**config.mk**
```make
export PLATFORM = sky130hd
export DESIGN_NAME = spw_rx_top
export DESIGN_NICKNAME = d
export VERILOG_FILES = /design/src/spw_token_pkg.sv /design/src/spw_bus_pkg.sv /design/src/ds_bit_sampler.sv /design/src/token_deserializer.sv /design/src/token_classifier.sv /design/src/rx_fifo.sv /design/src/wb_rx_regs.sv /design/src/spw_rx_top.sv
export SDC_FILE = /design/constraint.sdc
export NUM_CORES = 1
export LEC_CHECK = 0
export BUFFER_PORTS_ARGS = -buffer_cell sky130_fd_sc_hd__buf_4
export CORE_MARGIN = 3
export CORE_UTILIZATION = 47
export DETAILED_ROUTE_END_ITERATION = 8
export GPL_TIMING_DRIVEN = 0
export PLACE_DENSITY = 0.61
export RECOVER_POWER = 100
export SLEW_MARGIN = 30
export SYNTH_ARGS = -nofsm -noshare
export SYNTH_HDL_FRONTEND = slang
export SYNTH_SLANG_ARGS = --single-unit
```
**constraint.sdc**
```tcl
create_clock -name negedge_clk -period 3.65 [get_ports negedge_clk]
set_clock_uncertainty 0.2 [all_clocks]
set_input_delay 0.73 -clock negedge_clk [delete_from_list [all_inputs] [get_ports negedge_clk]]
set_output_delay 0.73 -clock negedge_clk [all_outputs]
set_load 0.005 [all_outputs]
```
**src/spw_token_pkg.sv**
```systemverilog
package spw_token_pkg;

	// ------------------------------
	// Character field widths
	// ------------------------------
	localparam int CTRL_PAYLOAD_BITS = 2;
	localparam int DATA_PAYLOAD_BITS = 8;

	typedef logic [1:0] ctrl_code_t;
	typedef logic [7:0] data_byte_t;

	// Bit 8 set marks an end-of-packet marker
	typedef logic [8:0] char_word_t;

	// Low 6 bits are the time value, top 2 bits the control flags
	typedef logic [7:0] time_code_t;

	// ------------------------------
	// Control character codes
	// ------------------------------
	localparam ctrl_code_t CTRL_FCT = 2'd0;
	localparam ctrl_code_t CTRL_EOP = 2'd1;
	localparam ctrl_code_t CTRL_EEP = 2'd2;
	localparam ctrl_code_t CTRL_ESC = 2'd3;

	// FIFO encodings of the end markers
	localparam char_word_t CHAR_EOP = 9'h100;
	localparam char_word_t CHAR_EEP = 9'h101;

	// Deserializer FSM
	typedef enum logic [1:0]
	{
		WAIT_FIRST,
		GET_PARITY,
		GET_FLAG,
		GET_PAYLOAD
	} deser_state_t;

endpackage

```
**src/spw_bus_pkg.sv**
```systemverilog
package spw_bus_pkg;

	// Register map
	typedef logic [1:0] reg_addr_t;
	typedef logic [15:0] bus_word_t;

	localparam reg_addr_t REG_DATA      = 2'd0;
	localparam reg_addr_t REG_STATUS    = 2'd1;
	localparam reg_addr_t REG_TIME      = 2'd2;
	localparam reg_addr_t REG_FCT_COUNT = 2'd3;

	// Receive FIFO sizing, pointers carry one wrap bit
	localparam int FIFO_DEPTH     = 16;
	localparam int FIFO_ADDR_BITS = 4;
	typedef logic [FIFO_ADDR_BITS:0] fifo_ptr_t;

	// Status register bits
	localparam int ST_EMPTY      = 0;
	localparam int ST_FULL       = 1;
	localparam int ST_OVERFLOW   = 2;
	localparam int ST_PARITY_ERR = 3;
	localparam int ST_ESC_ERR    = 4;
	localparam int ST_GOT_NULL   = 5;

	typedef logic [7:0] fct_count_t;

endpackage

```
**src/ds_bit_sampler.sv**
```systemverilog
`timescale 1ns/1ps

module ds_bit_sampler
(
	input  logic negedge_clk,
	input  logic rx_resetn,
	input  logic rx_din,
	input  logic rx_sin,
	output logic bit_valid,
	output logic bit_value
);

	logic d_meta;
	logic d_sync;
	logic s_meta;
	logic s_sync;
	logic d_prev;
	logic s_prev;

	// Two-flop synchronizers, then compare D xor S against last cycle
	always_ff @(posedge negedge_clk or negedge rx_resetn)
	begin
		if (!rx_resetn)
		begin
			d_meta    <= 1'b0;
			d_sync    <= 1'b0;
			s_meta    <= 1'b0;
			s_sync    <= 1'b0;
			d_prev    <= 1'b0;
			s_prev    <= 1'b0;
			bit_valid <= 1'b0;
			bit_value <= 1'b0;
		end
		else
		begin
			d_meta    <= rx_din;
			d_sync    <= d_meta;
			s_meta    <= rx_sin;
			s_sync    <= s_meta;
			d_prev    <= d_sync;
			s_prev    <= s_sync;
			// Any change of D xor S is a new bit
			bit_valid <= (d_sync ^ s_sync) != (d_prev ^ s_prev);
			bit_value <= d_sync;
		end
	end

	// Both lines moving together means a lost bit on the link
	ds_single_change_a: assert property (@(posedge negedge_clk) disable iff (!rx_resetn)
		!((d_sync != d_prev) && (s_sync != s_prev)))
		else $error("D and S changed in the same cycle");

endmodule

```
**src/token_deserializer.sv**
```systemverilog
`timescale 1ns/1ps

module token_deserializer
	import spw_token_pkg::*;
(
	input  logic       negedge_clk,
	input  logic       rx_resetn,
	input  logic       bit_valid,
	input  logic       bit_value,
	output logic       token_valid,
	output logic       token_is_data,
	output logic       parity_error,
	output data_byte_t token_payload
);

	deser_state_t state_q;
	logic [2:0]   bit_cnt_q;
	logic         prev_par_q;
	logic         is_data_q;
	logic         parity_bit_q;
	logic         par_err_q;
	data_byte_t   shift_q;
	data_byte_t   next_word;
	logic [2:0]   last_idx;
	logic         last_bit;

	// Payload arrives LSB first, each bit lands at its own index
	always_comb
	begin
		next_word = shift_q;
		next_word[bit_cnt_q] = bit_value;
	end

	assign last_idx = is_data_q ? 3'(DATA_PAYLOAD_BITS - 1) : 3'(CTRL_PAYLOAD_BITS - 1);
	assign last_bit = bit_valid && (state_q == GET_PAYLOAD) && (bit_cnt_q == last_idx);

	// ------------------------------
	// Character framing FSM
	// ------------------------------
	always_ff @(posedge negedge_clk or negedge rx_resetn)
	begin
		if (!rx_resetn)
		begin
			state_q     <= WAIT_FIRST;
			bit_cnt_q   <= '0;
			prev_par_q  <= 1'b0;
			token_valid <= 1'b0;
		end
		else
		begin
			token_valid <= 1'b0;
			if (bit_valid)
			begin
				case (state_q)
					WAIT_FIRST:
					begin
						// Leading zero is the first parity bit, the 1 is the ESC flag
						if (bit_value)
						begin
							state_q   <= GET_PAYLOAD;
							bit_cnt_q <= '0;
						end
					end
					GET_PARITY:
					begin
						state_q <= GET_FLAG;
					end
					GET_FLAG:
					begin
						state_q   <= GET_PAYLOAD;
						bit_cnt_q <= '0;
					end
					GET_PAYLOAD:
					begin
						if (bit_cnt_q == last_idx)
						begin
							state_q     <= GET_PARITY;
							token_valid <= 1'b1;
							// Covered by the next character's parity bit
							prev_par_q  <= ^next_word;
						end
						else
						begin
							bit_cnt_q <= bit_cnt_q + 3'd1;
						end
					end
					default:
					begin
						state_q <= WAIT_FIRST;
					end
				endcase
			end
		end
	end

	// Character fields and token output
	always_ff @(posedge negedge_clk)
	begin
		if (bit_valid)
		begin
			case (state_q)
				WAIT_FIRST:
				begin
					is_data_q <= 1'b0;
					par_err_q <= 1'b0;
					shift_q   <= '0;
				end
				GET_PARITY:
				begin
					parity_bit_q <= bit_value;
				end
				GET_FLAG:
				begin
					// Flag is high for a control character
					is_data_q <= !bit_value;
					// Odd parity over previous payload, flag and parity bit
					par_err_q <= !(prev_par_q ^ bit_value ^ parity_bit_q);
					shift_q   <= '0;
				end
				GET_PAYLOAD:
				begin
					shift_q <= next_word;
				end
				default:
				begin
				end
			endcase
		end
		if (last_bit)
		begin
			token_is_data <= is_data_q;
			token_payload <= next_word;
			parity_error  <= par_err_q;
		end
	end

	// Shortest character is four bits long
	token_spacing_a: assert property (@(posedge negedge_clk) disable iff (!rx_resetn)
		token_valid |=> !token_valid)
		else $error("token_valid high in two consecutive cycles");

endmodule

```
**src/token_classifier.sv**
```systemverilog
`timescale 1ns/1ps

module token_classifier
	import spw_token_pkg::*;
	import spw_bus_pkg::*;
(
	input  logic       negedge_clk,
	input  logic       rx_resetn,
	input  logic       token_valid,
	input  logic       token_is_data,
	input  logic       parity_error,
	input  data_byte_t token_payload,
	output logic       char_push,
	output char_word_t char_data,
	output logic       tick_out,
	output time_code_t time_value,
	output fct_count_t fct_count,
	output logic       got_null,
	output logic       parity_err_flag,
	output logic       esc_err_flag,
	input  logic       clear_flags
);

	logic       esc_pending;
	ctrl_code_t ctrl;
	logic       is_fct;
	logic       is_esc;

	assign ctrl   = token_payload[CTRL_PAYLOAD_BITS-1:0];
	assign is_fct = !token_is_data && (ctrl == CTRL_FCT);
	assign is_esc = !token_is_data && (ctrl == CTRL_ESC);

	// ------------------------------
	// Escape resolution and flags
	// ------------------------------
	always_ff @(posedge negedge_clk or negedge rx_resetn)
	begin
		if (!rx_resetn)
		begin
			esc_pending     <= 1'b0;
			char_push       <= 1'b0;
			tick_out        <= 1'b0;
			time_value      <= '0;
			fct_count       <= '0;
			got_null        <= 1'b0;
			parity_err_flag <= 1'b0;
			esc_err_flag    <= 1'b0;
		end
		else
		begin
			char_push <= 1'b0;
			tick_out  <= 1'b0;
			if (clear_flags)
			begin
				parity_err_flag <= 1'b0;
				esc_err_flag    <= 1'b0;
			end
			if (token_valid)
			begin
				if (parity_error)
				begin
					parity_err_flag <= 1'b1;
					esc_pending     <= 1'b0;
				end
				else if (esc_pending)
				begin
					esc_pending <= 1'b0;
					if (token_is_data)
					begin
						if (got_null)
						begin
							time_value <= token_payload;
							tick_out   <= 1'b1;
						end
					end
					else if (is_fct)
					begin
						got_null <= 1'b1;
					end
					else
					begin
						esc_err_flag <= 1'b1;
					end
				end
				else if (is_esc)
				begin
					esc_pending <= 1'b1;
				end
				else if (is_fct)
				begin
					// Everything before the first NULL is ignored
					if (got_null)
						fct_count <= fct_count + 8'd1;
				end
				else
				begin
					char_push <= got_null;
				end
			end
		end
	end

	// N-char byte or end marker, only sampled with char_push
	always_ff @(posedge negedge_clk)
	begin
		if (token_valid)
		begin
			if (token_is_data)
				char_data <= {1'b0, token_payload};
			else if (ctrl == CTRL_EEP)
				char_data <= CHAR_EEP;
			else
				char_data <= CHAR_EOP;
		end
	end

	push_after_null_a: assert property (@(posedge negedge_clk) disable iff (!rx_resetn)
		char_push |-> got_null)
		else $error("Character pushed before first NULL");

endmodule

```
**src/rx_fifo.sv**
```systemverilog
`timescale 1ns/1ps

module rx_fifo
	import spw_token_pkg::*;
	import spw_bus_pkg::*;
(
	input  logic       negedge_clk,
	input  logic       rx_resetn,
	input  logic       push,
	input  logic       pop,
	input  char_word_t wdata,
	output char_word_t rdata,
	output logic       empty,
	output logic       full,
	output logic       overflow,
	input  logic       clear_overflow
);

	char_word_t mem [FIFO_DEPTH];
	fifo_ptr_t  wr_ptr;
	fifo_ptr_t  rd_ptr;

	// Same index with opposite wrap bits means full
	assign empty = (wr_ptr == rd_ptr);
	assign full  = (wr_ptr[FIFO_ADDR_BITS] != rd_ptr[FIFO_ADDR_BITS]) &&
		(wr_ptr[FIFO_ADDR_BITS-1:0] == rd_ptr[FIFO_ADDR_BITS-1:0]);
	assign rdata = mem[rd_ptr[FIFO_ADDR_BITS-1:0]];

	always_ff @(posedge negedge_clk or negedge rx_resetn)
	begin
		if (!rx_resetn)
		begin
			wr_ptr   <= '0;
			rd_ptr   <= '0;
			overflow <= 1'b0;
		end
		else
		begin
			if (clear_overflow)
				overflow <= 1'b0;
			// Link cannot stall, so a push into a full FIFO is lost
			if (push && full)
				overflow <= 1'b1;
			else if (push)
				wr_ptr <= wr_ptr + 1'b1;
			if (pop && !empty)
				rd_ptr <= rd_ptr + 1'b1;
		end
	end

	always_ff @(posedge negedge_clk)
	begin
		if (push && !full)
			mem[wr_ptr[FIFO_ADDR_BITS-1:0]] <= wdata;
	end

	no_pop_when_empty_a: assert property (@(posedge negedge_clk) disable iff (!rx_resetn)
		pop |-> !empty)
		else $error("Pop on empty FIFO");

endmodule

```
**src/wb_rx_regs.sv**
```systemverilog
`timescale 1ns/1ps

module wb_rx_regs
	import spw_token_pkg::*;
	import spw_bus_pkg::*;
(
	input  logic       negedge_clk,
	input  logic       rx_resetn,
	input  logic       wb_cyc,
	input  logic       wb_stb,
	input  logic       wb_we,
	input  reg_addr_t  wb_adr,
	input  bus_word_t  wb_wdata,
	output bus_word_t  wb_rdata,
	output logic       wb_ack,
	output logic       fifo_pop,
	output logic       clear_flags,
	input  char_word_t fifo_rdata,
	input  logic       fifo_empty,
	input  logic       fifo_full,
	input  logic       overflow,
	input  logic       parity_err_flag,
	input  logic       esc_err_flag,
	input  logic       got_null,
	input  time_code_t time_value,
	input  fct_count_t fct_count
);

	logic      req;
	logic      sticky_hit;
	bus_word_t status_word;
	bus_word_t read_word;

	// New request only while ack is low
	assign req = wb_cyc && wb_stb && !wb_ack;

	// Writing a one to any sticky bit clears all three
	assign sticky_hit = wb_wdata[ST_OVERFLOW] || wb_wdata[ST_PARITY_ERR] ||
		wb_wdata[ST_ESC_ERR];

	always_comb
	begin
		status_word                = '0;
		status_word[ST_EMPTY]      = fifo_empty;
		status_word[ST_FULL]       = fifo_full;
		status_word[ST_OVERFLOW]   = overflow;
		status_word[ST_PARITY_ERR] = parity_err_flag;
		status_word[ST_ESC_ERR]    = esc_err_flag;
		status_word[ST_GOT_NULL]   = got_null;
	end

	always_comb
	begin
		case (wb_adr)
			REG_DATA:   read_word = fifo_empty ? '0 : bus_word_t'(fifo_rdata);
			REG_STATUS: read_word = status_word;
			REG_TIME:   read_word = bus_word_t'(time_value);
			default:    read_word = bus_word_t'(fct_count);
		endcase
	end

	// ------------------------------
	// Ack, read data and side effects
	// ------------------------------
	always_ff @(posedge negedge_clk or negedge rx_resetn)
	begin
		if (!rx_resetn)
		begin
			wb_ack      <= 1'b0;
			wb_rdata    <= '0;
			fifo_pop    <= 1'b0;
			clear_flags <= 1'b0;
		end
		else
		begin
			wb_ack      <= req;
			wb_rdata    <= (req && !wb_we) ? read_word : '0;
			fifo_pop    <= req && !wb_we && (wb_adr == REG_DATA) && !fifo_empty;
			clear_flags <= req && wb_we && (wb_adr == REG_STATUS) && sticky_hit;
		end
	end

	ack_single_cycle_a: assert property (@(posedge negedge_clk) disable iff (!rx_resetn)
		wb_ack |=> !wb_ack)
		else $error("wb_ack held for more than one cycle");

endmodule

```
**src/spw_rx_top.sv**
```systemverilog
`timescale 1ns/1ps

module spw_rx_top
	import spw_token_pkg::*;
	import spw_bus_pkg::*;
(
	input  logic      negedge_clk,
	input  logic      rx_resetn,
	input  logic      rx_din,
	input  logic      rx_sin,
	input  logic      wb_cyc,
	input  logic      wb_stb,
	input  logic      wb_we,
	input  reg_addr_t wb_adr,
	input  bus_word_t wb_wdata,
	output bus_word_t wb_rdata,
	output logic      wb_ack,
	output logic      tick_out
);

	logic       bit_valid;
	logic       bit_value;
	logic       token_valid;
	logic       token_is_data;
	logic       parity_error;
	data_byte_t token_payload;
	logic       char_push;
	char_word_t char_data;
	time_code_t time_value;
	fct_count_t fct_count;
	logic       got_null;
	logic       parity_err_flag;
	logic       esc_err_flag;
	logic       clear_flags;
	logic       fifo_pop;
	char_word_t fifo_rdata;
	logic       fifo_empty;
	logic       fifo_full;
	logic       overflow;

	ds_bit_sampler u_sampler
	(
		.negedge_clk (negedge_clk),
		.rx_resetn   (rx_resetn),
		.rx_din      (rx_din),
		.rx_sin      (rx_sin),
		.bit_valid   (bit_valid),
		.bit_value   (bit_value)
	);

	token_deserializer u_deser
	(
		.negedge_clk   (negedge_clk),
		.rx_resetn     (rx_resetn),
		.bit_valid     (bit_valid),
		.bit_value     (bit_value),
		.token_valid   (token_valid),
		.token_is_data (token_is_data),
		.parity_error  (parity_error),
		.token_payload (token_payload)
	);

	token_classifier u_classifier
	(
		.negedge_clk     (negedge_clk),
		.rx_resetn       (rx_resetn),
		.token_valid     (token_valid),
		.token_is_data   (token_is_data),
		.parity_error    (parity_error),
		.token_payload   (token_payload),
		.char_push       (char_push),
		.char_data       (char_data),
		.tick_out        (tick_out),
		.time_value      (time_value),
		.fct_count       (fct_count),
		.got_null        (got_null),
		.parity_err_flag (parity_err_flag),
		.esc_err_flag    (esc_err_flag),
		.clear_flags     (clear_flags)
	);

	rx_fifo u_fifo
	(
		.negedge_clk    (negedge_clk),
		.rx_resetn      (rx_resetn),
		.push           (char_push),
		.pop            (fifo_pop),
		.wdata          (char_data),
		.rdata          (fifo_rdata),
		.empty          (fifo_empty),
		.full           (fifo_full),
		.overflow       (overflow),
		.clear_overflow (clear_flags)
	);

	wb_rx_regs u_regs
	(
		.negedge_clk     (negedge_clk),
		.rx_resetn       (rx_resetn),
		.wb_cyc          (wb_cyc),
		.wb_stb          (wb_stb),
		.wb_we           (wb_we),
		.wb_adr          (wb_adr),
		.wb_wdata        (wb_wdata),
		.wb_rdata        (wb_rdata),
		.wb_ack          (wb_ack),
		.fifo_pop        (fifo_pop),
		.clear_flags     (clear_flags),
		.fifo_rdata      (fifo_rdata),
		.fifo_empty      (fifo_empty),
		.fifo_full       (fifo_full),
		.overflow        (overflow),
		.parity_err_flag (parity_err_flag),
		.esc_err_flag    (esc_err_flag),
		.got_null        (got_null),
		.time_value      (time_value),
		.fct_count       (fct_count)
	);

endmodule

```
==> results_dict.tcl, run 1 <==
set metrics [dict create \
    status "finished with violations" \
    failed_checks "max-capacitance violations, max-slew violations" \
    synth_edf_count 174 \
    worstSkewPairLatency_ns 0.51 \
    first_global_vias 5138 \
    synthTopCellsByArea "edfxtp_1 (55%), dfrtp_1 (15%), mux4_1 (4.7%)" \
    drt-initial-drc-count 323 \
    track_usage 0.178 \
    h-tree-depth 1 \
    syn_to_final_growth_pct 14.7 \
    slew_headroom -0.00537 \
    p_total_mw 6.46 \
    routabilityCongestion 0.836 \
    synthAdderAreaFrac 0.00916 \
    mappedNetlistArea_mm2 0.00956 \
    final_util 0.557 \
    path_cells "clkbuf_1 > xnor2_1 > nand4_1 > nor2b_1 > nor2b_1 > clkbuf_1 > nand2_1 > nor2_1" \
    clkPwrFrac 0.411 \
    post-place-ws_ns 0.631 \
    routedWlPerCell_um 20.5 \
    die_y_um 149 \
    synth_top_family_by_area "multiplexers" \
    worst_hold_slack_ns 0.158 \
    required_ns 3.57 \
    grt-ovfl-total 0 \
    power_frac_seq 0.492 \
    start_util 0.485 \
    syn_area_per_cell_um2 16.4 \
    ant_nets 0 \
    yosys_warnings 0 \
    antenna_found_initial 0 \
    grt_pass1_wl_um 29900 \
    async_flop_share 0.253 \
    place_hpwl_um 12600 \
    period_share 0.838 \
    worst_slack_ns 0.590 \
    cts_tree "done" \
    num_rows 51 \
    worst_setup_path_start_kind "flip-flop" \
    irDropWorstVdd_uv 591 \
    worstReg2RegStart "u_fifo.wr_ptr[3]" \
    grt_max_degree 60 \
    rr_worst_depth 8 \
    cts_hold_buf 0 \
    final_cells 922 \
    tightest_slew_ns 1.51 \
    synth_largest_area_cell "edfxtp_1" \
    dp_cells 879 \
    die_area_mm2 0.0221 \
    routed_wl_um 18900 \
    p_per_area_mw_per_mm2 589 \
    synth_compound_area_frac 0.0358 \
    cpMaxStageDelayCell "nor2_1" \
    vias 4944 \
    drive_above_1_share 0.177 \
    cp_max_fo 10 \
    ctsResizeCount 0 \
    leakage_nw 3.97 \
    synth_xor_xnor_area_share 0.0293 \
    drc_errors 0 \
    r2r_end "u_fifo.mem[5][0]" \
    n_antenna_cell 0 \
    rsz0062_at_grt "false" \
    slew_viol_final 60 \
    cts.clk_slew.worst_paths_ns 0.06 \
    ys_seq_elements 233 \
    hp-class "in -> reg" \
    placed_area_mm2 0.0102 \
    tns_ns 0 \
    report.final.hold_viol_count 0 \
    synth-simple-area-share 0.0676 \
    min_path_cells 1 \
    cp.arrival_ns 2.98 \
    yosysSeqAreaShare 0.701 \
    muxShareOfSynthArea 0.124 \
    fill_cells 1528 \
    syn_inst 582 \
    port-buffer-count 21 \
    cts_made_buffers 24 \
    p_int_mw 5.01 \
    swShare 0.224 \
    boundaryPins 43 \
    crit_end "u_fifo.mem[5][0]" \
    finalSetupViolations 0 \
    synth_cell_types 39 \
    p_comb_frac 0.097 \
    postCtsSetupBuffers 0 \
    crit_type "reg -> reg" \
    startpoint "u_fifo.wr_ptr[3]" \
    cts-root-buf "clkbuf_16" \
    fmax_mhz 327 \
    regToRegSetupSlack_ns 0.59 \
    cp-end-kind "flip-flop" \
    switchingPower_mw 1.44 \
    first_pass_iters 4 \
    slowest_delay_ns 0.80 \
    clockBufferDepth 3 \
    final_cell_area_mm2 0.0110 \
    synth_top_cell_area_share 0.546 \
    fin_nets 672 \
    drt-vias-per-instance 5.36 \
    core_mm2 0.0197 \
    cap_violations 1 \
    min_period_ns 3.06 \
    yosys_most_used_dff "edfxtp_1" \
    cts_sinks 233 \
    die-width_um 149 \
]
## synth_stat cells (11+ instances only)
library cell / number
mux4_2: 19
mux4_1: 17
nor3_1: 18
o21ai_0: 25
dfrtp_1: 59
inv_1: 21
nand2_1: 33
mux2i_1: 18
a21oi_1: 11
nor2b_1: 12
mux2_2: 12
nor2_1: 29
edfxtp_1: 174
xnor2_1: 26
## state kept, by name (all words and copies together) (netlist names), 2 cells and up
name,flops
u_deser.bit_cnt_q,3
u_classifier.char_data,9
u_fifo.rd_ptr,5
u_fifo.wr_ptr,5
u_regs.wb_rdata,9
u_deser.token_payload,8
u_deser.state_q,2
u_classifier.time_value,8
u_deser.shift_q,8
u_fifo.mem,144
u_classifier.fct_count,8
## layout make-up
type	instances	area, µm²	share of cell area
plain buffers	34	228	0.0208
clock buffers	28	657	0.0599
clock inverters	15	219	0.0200
inverters	21	78.8	0.00718
multi-input cells	300	2580	0.235
flip-flops and latches	233	6700	0.611
well taps	265	332	0.0302
repair buffers	26	181	0.0165
## layer usage
metal  part of all wire  global-route usage  wire [µm]
met1               0.44               0.251       8260
met2               0.49               0.285       9180
met3              0.045              0.0311        849
met4              0.031              0.0577        582
met5                  0                   0          0
## power groups by stage
stage / sequential, mW / combinational [mW] / clock [mW]
after global placement: 3.21 / 0.615 / 0
after floorplan: 3.18 / 0.495 / 0
after CTS: 3.17 / 0.647 / 2.70
after detailed placement: 3.23 / 0.642 / 0
final: 3.17 / 0.629 / 2.65
after global routing: 3.20 / 0.712 / 2.81
## kinds of logic (layout without fill, tap and decap cells)
kind of cell,count (synthesis),in the layout
AND/OR/NAND/NOR,130,130
other,1,7
flip-flops,233,233
adder cells (fa/ha/maj),7,7
buffers and inverters,55,124
XOR/XNOR,32,32
AO/OA/AOI/OAI,58,58
multiplexers,66,66
## worst max-delay path, delay by kind of cell, from the launching register on
family / cells / cell delay, ns
and+or+nand+nor: 5 / 1.36
DFF: 1 / 0.32
xor gates and xnor gates: 1 / 0.12
buffers and inverters: 2 / 0.69
## cell usage in the layout (no fill, tap or decap), drive strengths merged, types with 6 or more instances in the layout
cell type,count
clkinv,8
edfxtp,174
o21ai,25
nand3b,6
xor2,6
a31oi,7
mux2i,18
dfrtp,59
ha,7
nand4,6
inv,21
nand2,33
nor2b,12
buf,32
nor3,20
conb,7
bufinv,6
a21oi,11
mux4,36
clkbuf,56
and2,8
xnor2,26
a211oi,8
nor2,29
mux2,12
nand3,6
## how the worst min path moves through the flow
stage	startpoint	endpoint	slack, ns
6_report	rx_sin	u_sampler.s_meta	0.16
5_1_grt	rx_din	u_sampler.d_meta	0.15
4_1_cts	rx_resetn	u_classifier.fct_count[0]	0.12
3_5_place_dp	u_sampler.d_meta	u_sampler.d_sync	0.14
3_3_place_gp	u_sampler.d_meta	u_sampler.d_sync	0.13
2_1_floorplan	u_sampler.d_meta	u_sampler.d_sync	0.13
No activity file was read; power rests on OpenSTA's default activity.
==> inputs of run 2 (changes only) <==
- ABC_AREA: default -> 1
- clock period: 3.65 -> 2.9 ns (I/O delays scaled with it)
==> results_dict.tcl, run 2 <==
set metrics [dict create \
    synth_edf_count 174 \
    cp.arrival_ns 2.59 \
    die-width_um 152 \
    required_ns 2.84 \
    synth_largest_area_cell "edfxtp_1" \
    synthTopCellsByArea "edfxtp_1 (52%), dfrtp_1 (15%), nand2_1 (7.0%)" \
    routabilityCongestion 0.881 \
    async_flop_share 0.253 \
    irDropWorstVdd_uv 538 \
    cts-root-buf "clkbuf_16" \
    first_global_vias 6362 \
    syn_to_final_growth_pct 13.6 \
    worst_hold_slack_ns 0.0924 \
    num_rows 52 \
    synth_compound_area_frac 0.0721 \
    cp-end-kind "flip-flop" \
    ant_nets 0 \
    yosys_warnings 0 \
    synth.most_common_cell "nand2_1" \
    hp-class "in -> reg" \
    start_util 0.487 \
    antenna_found_initial 0 \
    period_share 0.913 \
    mappedNetlistArea_mm2 0.0100 \
    final_common_cell "nand2_1" \
    cts_sinks 233 \
    p_per_area_mw_per_mm2 711 \
    boundaryPins 43 \
    synth-simple-area-share 0.173 \
    post-place-ws_ns 0.250 \
    die_area_mm2 0.0231 \
    cp.buffers_inverters 2 \
    worstSkewPairLatency_ns 0.52 \
    yosys_most_used_dff "edfxtp_1" \
    min_period_ns 2.65 \
    drive_above_1_share 0.0922 \
    synth_cell_types 35 \
    h-tree-depth 1 \
    cpMaxStageDelayCell "nor2_1" \
    slowest_delay_ns 0.80 \
    track_usage 0.190 \
    tns_ns 0 \
    yosysSeqAreaShare 0.668 \
    cts.clk_slew.worst_paths_ns 0.06 \
    final_cell_mix "nand2_1 (188), edfxtp_1 (174), nor2_1 (171)" \
    routedWlPerCell_um 17.1 \
    grt_max_degree 60 \
    dp_cells 1241 \
    largest_reg_flops 144 \
    crit_type "reg -> reg" \
    synthAdderAreaFrac 0.00873 \
    fill_cells 1800 \
    cts_made_buffers 25 \
    synth_top_cell_area_share 0.521 \
    worst_slack_ns 0.251 \
    port-buffer-count 21 \
    first_pass_iters 5 \
    place_hpwl_um 14800 \
    path_cells "buf_4 > xor2_1 > nor2_1 > nand3_2 > nand2_1 > inv_2 > nand2_1 > nor2_1" \
    grt-ovfl-total 0 \
    p_total_mw 8.11 \
    postCtsSetupBuffers 0 \
    cts_hold_buf 3 \
    n_antenna_cell 0 \
    drc_errors 0 \
    muxShareOfSynthArea 0.00449 \
    final_cells 1290 \
    leakage_nw 4.59 \
    rsz0062_at_grt "false" \
    clockBufferDepth 3 \
    synthTopCellsByCount "nand2_1 (186), edfxtp_1 (174), nor2_1 (172)" \
    routed_wl_um 22000 \
    core_mm2 0.0206 \
    synth_top_family_by_area "simple AND/OR/NAND/NOR gates" \
    drt-initial-drc-count 504 \
    drt-vias-per-instance 5.16 \
    slew_viol_final 0 \
    ctsResizeCount 0 \
    cts_tree "done" \
    grt_pass1_wl_um 35100 \
    cap_violations 0 \
    status "completed" \
    fmax_mhz 378 \
    tightest_slew_ns 1.47 \
    finalSetupViolations 0 \
    slew_headroom 0.0188 \
    synth_xor_xnor_area_share 0.0209 \
    ys_seq_elements 233 \
    worst_setup_path_start_kind "flip-flop" \
    cp_max_fo 9 \
    report.final.hold_viol_count 0 \
    fin_nets 1033 \
    critPathTopFamily "simple AND/OR/NAND/NOR gates" \
    vias 6657 \
    syn_area_per_cell_um2 10.6 \
    syn_inst 944 \
    die_y_um 152 \
]
## run 2: changes by cell type after synthesis, moves of 19 or more
| cell | previous run | this run |
|---|---|---|
| o21ai_1 | 0 | 36 |
| nand3_1 | 6 | 37 |
| nor2_1 | 29 | 172 |
| o21ai_0 | 25 | 61 |
| inv_1 | 21 | 65 |
| mux4_2 | 19 | 0 |
| nand2_1 | 33 | 186 |
| xnor2_1 | 26 | 6 |
## run 2: cell families (layout without fill, tap and decap cells)
| group | after synthesis | in the layout |
|---|---|---|
| buf+inv | 114 | 184 |
| xor+xnor | 24 | 24 |
| fa+ha+maj | 7 | 7 |
| simple gates | 425 | 425 |
| other cells | 1 | 7 |
| flops | 233 | 233 |
| mux | 4 | 4 |
| compound gates | 136 | 136 |
## run 2: worst min-delay path, cell delays in order
cell and delay [ns]:
buf_4 0.11, nand2_1 0.06, nor3_1 0.04
## run 2: stage by stage
stage,area (µm²),utilization
global placement,10600,0.512
global route,11400,0.553
floorplan,10100,-
finish,11400,0.553
detailed placement,10600,0.512
CTS,11400,0.555
## run 2: cell type report
cell class / count / area [µm²] / share of cell area
repair buffers: 24 / 185 / 0.0162
clock inverters: 5 / 41.3 / 0.00362
multi-input cells: 603 / 2810 / 0.246
inverters: 75 / 282 / 0.0247
well taps: 270 / 338 / 0.0296
plain buffers: 39 / 241 / 0.0212
flip-flops and latches: 233 / 6700 / 0.588
clock buffers: 41 / 810 / 0.0710
## run 2: worst paths after layout
| kind | startpoint | end | slack (ns) | depth (start not counted) |
|---|---|---|---|---|
| max reg2reg | u_fifo.rd_ptr[2] | u_fifo.mem[3][2] | 0.25 | 8 |
| max in group asynchronous | rx_resetn | u_deser.bit_cnt_q[2] | 0.85 | 2 |
| min | wb_we | u_regs.clear_flags | 0.09 | 3 |
| max | u_fifo.rd_ptr[2] | u_fifo.mem[3][2] | 0.25 | 8 |
| min reg2reg | u_sampler.s_meta | u_sampler.s_sync | 0.15 | 0 |
| min in group asynchronous | rx_resetn | u_regs.wb_rdata[5] | 0.75 | 2 |
## run 2: power breakdown
part / internal (mW) / switching, mW / leakage (nW) / total (mW)
logic: 0.280 / 0.606 / 1.80 / 0.886
registers: 3.86 / 0.194 / 2.37 / 4.05
clock network: 1.92 / 1.26 / 0.422 / 3.18
total: 6.05 / 2.06 / 4.59 / 8.11
## run 2: routing by layer
metal | up-vias | part of all wire | global-route usage
li1 | 3292 | - | -
met3 | 37 | 0.049 | 0.0250
met5 | - | 0 | 0
met4 | 0 | 0.026 | 0.0522
met1 | 3148 | 0.42 | 0.257
met2 | 180 | 0.50 | 0.326
==> inputs of run 3 (changes only) <==
==> constraint.sdc (replaced) <==
create_clock -name negedge_clk -period 2.9 [get_ports negedge_clk]
set_clock_uncertainty 0.2 [all_clocks]
set_input_delay 0.29 -clock negedge_clk [delete_from_list [all_inputs] [get_ports negedge_clk]]
set_output_delay 0.29 -clock negedge_clk [all_outputs]
set_load 0.005 [all_outputs]
==> results_dict.tcl, run 3 (synthesis results as in run 2) <==
set metrics [dict create \
    drc_errors 0 \
    largest_reg_flops 144 \
    antenna_found_initial 0 \
    place_hpwl_um 14800 \
    final_cell_mix "nand2_1 (187), edfxtp_1 (174), nor2_1 (171)" \
    rsz0062_at_grt "false" \
    report.final.hold_viol_count 0 \
    slew_headroom 0.0178 \
    routed_wl_um 22200 \
    min_path_cells 5 \
    first_global_vias 6389 \
    syn_to_final_growth_pct 14.1 \
    fmax_mhz 363 \
    h-tree-depth 1 \
    regToRegSetupSlack_ns 0.23 \
    rr_worst_depth 8 \
    worst_slack_ns 0.145 \
    grt_max_degree 60 \
    worstReg2RegStart "u_fifo.rd_ptr[2]" \
    vias 6647 \
    first_pass_iters 5 \
    tns_ns 0 \
    clockBufferDepth 3 \
    r2r_end "u_fifo.mem[12][1]" \
    crit_type "in -> reg" \
    fill_cells 1796 \
    core_mm2 0.0206 \
    status "completed" \
    min_period_ns 2.76 \
    ant_nets 0 \
    grt_pass1_wl_um 35300 \
    final_common_cell "nand2_1" \
    hp-class "in -> reg" \
    die-width_um 152 \
    p_total_mw 8.12 \
    finalSetupViolations 0 \
    irDropWorstVdd_uv 539 \
    period_share 0.950 \
    die_y_um 152 \
    num_rows 52 \
    die_area_mm2 0.0231 \
    startpoint "wb_stb" \
    fin_nets 1038 \
    routedWlPerCell_um 17.1 \
    cts.clk_slew.worst_paths_ns 0.06 \
    cp_max_fo 3 \
    post-place-ws_ns 0.250 \
    track_usage 0.191 \
    drt-initial-drc-count 572 \
    start_util 0.487 \
    drt-vias-per-instance 5.13 \
    n_antenna_cell 0 \
    slew_viol_final 0 \
    worst_setup_path_start_kind "input pin" \
    cts_sinks 233 \
    boundaryPins 43 \
    routabilityCongestion 0.881 \
    final_cell_area_mm2 0.0115 \
    required_ns 3.17 \
    cts_tree "done" \
    cts-root-buf "clkbuf_16" \
    placed_area_mm2 0.0106 \
    grt-ovfl-total 0 \
    worstSkewPairLatency_ns 0.52 \
    tightest_slew_ns 1.47 \
    cap_violations 0 \
    port-buffer-count 21 \
    leakage_nw 4.62 \
    cp.arrival_ns 3.02 \
    min_to "u_regs.wb_rdata[1]" \
    cp-end-kind "flip-flop" \
    postCtsSetupBuffers 0 \
    hp-start "wb_adr[0]" \
    drive_above_1_share 0.0937 \
    p_per_area_mw_per_mm2 709 \
    cts_made_buffers 25 \
]
[run 3: layer usage]
| layer | routed length, µm | up-vias | global-route usage |
|---|---|---|---|
| li1 | - | 3296 | - |
| met1 | 9420 | 3124 | 0.258 |
| met2 | 11100 | 185 | 0.329 |
| met3 | 1050 | 42 | 0.0250 |
| met4 | 624 | 0 | 0.0522 |
| met5 | 0 | - | 0 |
[run 3: area by class of cell]
cell class	instances	area, µm²	area share
plain buffers	39	241	0.0211
multi-input cells	603	2800	0.245
flip-flops and latches	233	6700	0.585
well taps	270	338	0.0295
clock buffers	41	810	0.0707
clock inverters	5	41.3	0.00361
inverters	75	282	0.0246
repair buffers	29	235	0.0205
[run 3: power by group]
group          internal, mW  switching, mW
Clock                  1.92           1.26
Combinational         0.284          0.608
Sequential             3.86          0.192
Total                  6.06           2.06
[run 3: critical path: stages]
cell and delay, ns:
dlygate4sd3_1 0.53, clkbuf_4 0.12, nand2_1 0.04, dlygate4sd3_1 0.56, nor2_1 0.19, nand2_1 0.06
dlygate4sd3_1 0.55, nor3_1 0.11, dlygate4sd3_1 0.57
[run 3: how the worst max path moves through the flow]
stage,to,cells past startpoint,slack [ns]
floorplan,u_fifo.mem[11][0],8,0.85
global placement,u_fifo.mem[1][4],8,0.17
detailed placement,u_fifo.mem[4][1],8,0.25
CTS,u_regs.clear_flags,9,0.21
global route,u_regs.clear_flags,9,0.05
finish,u_regs.clear_flags,9,0.14
[run 3: metrics by stage]
stage | cells | hold WS, ns | util
final | 1295 | 0.0588 | 0.555
after global routing | 1295 | 0.0918 | 0.555
after CTS | 1295 | 0.00786 | 0.557
after detailed placement | 1241 | 0.137 | 0.512
after global placement | 1241 | 0.137 | 0.512
after floorplan | 950 | -0.206 | -
[run 3: repair_timing]
action	CTS	global route
hold buffers	8	0
resized for setup	0	0
endpoints found under the hold margin	71	0
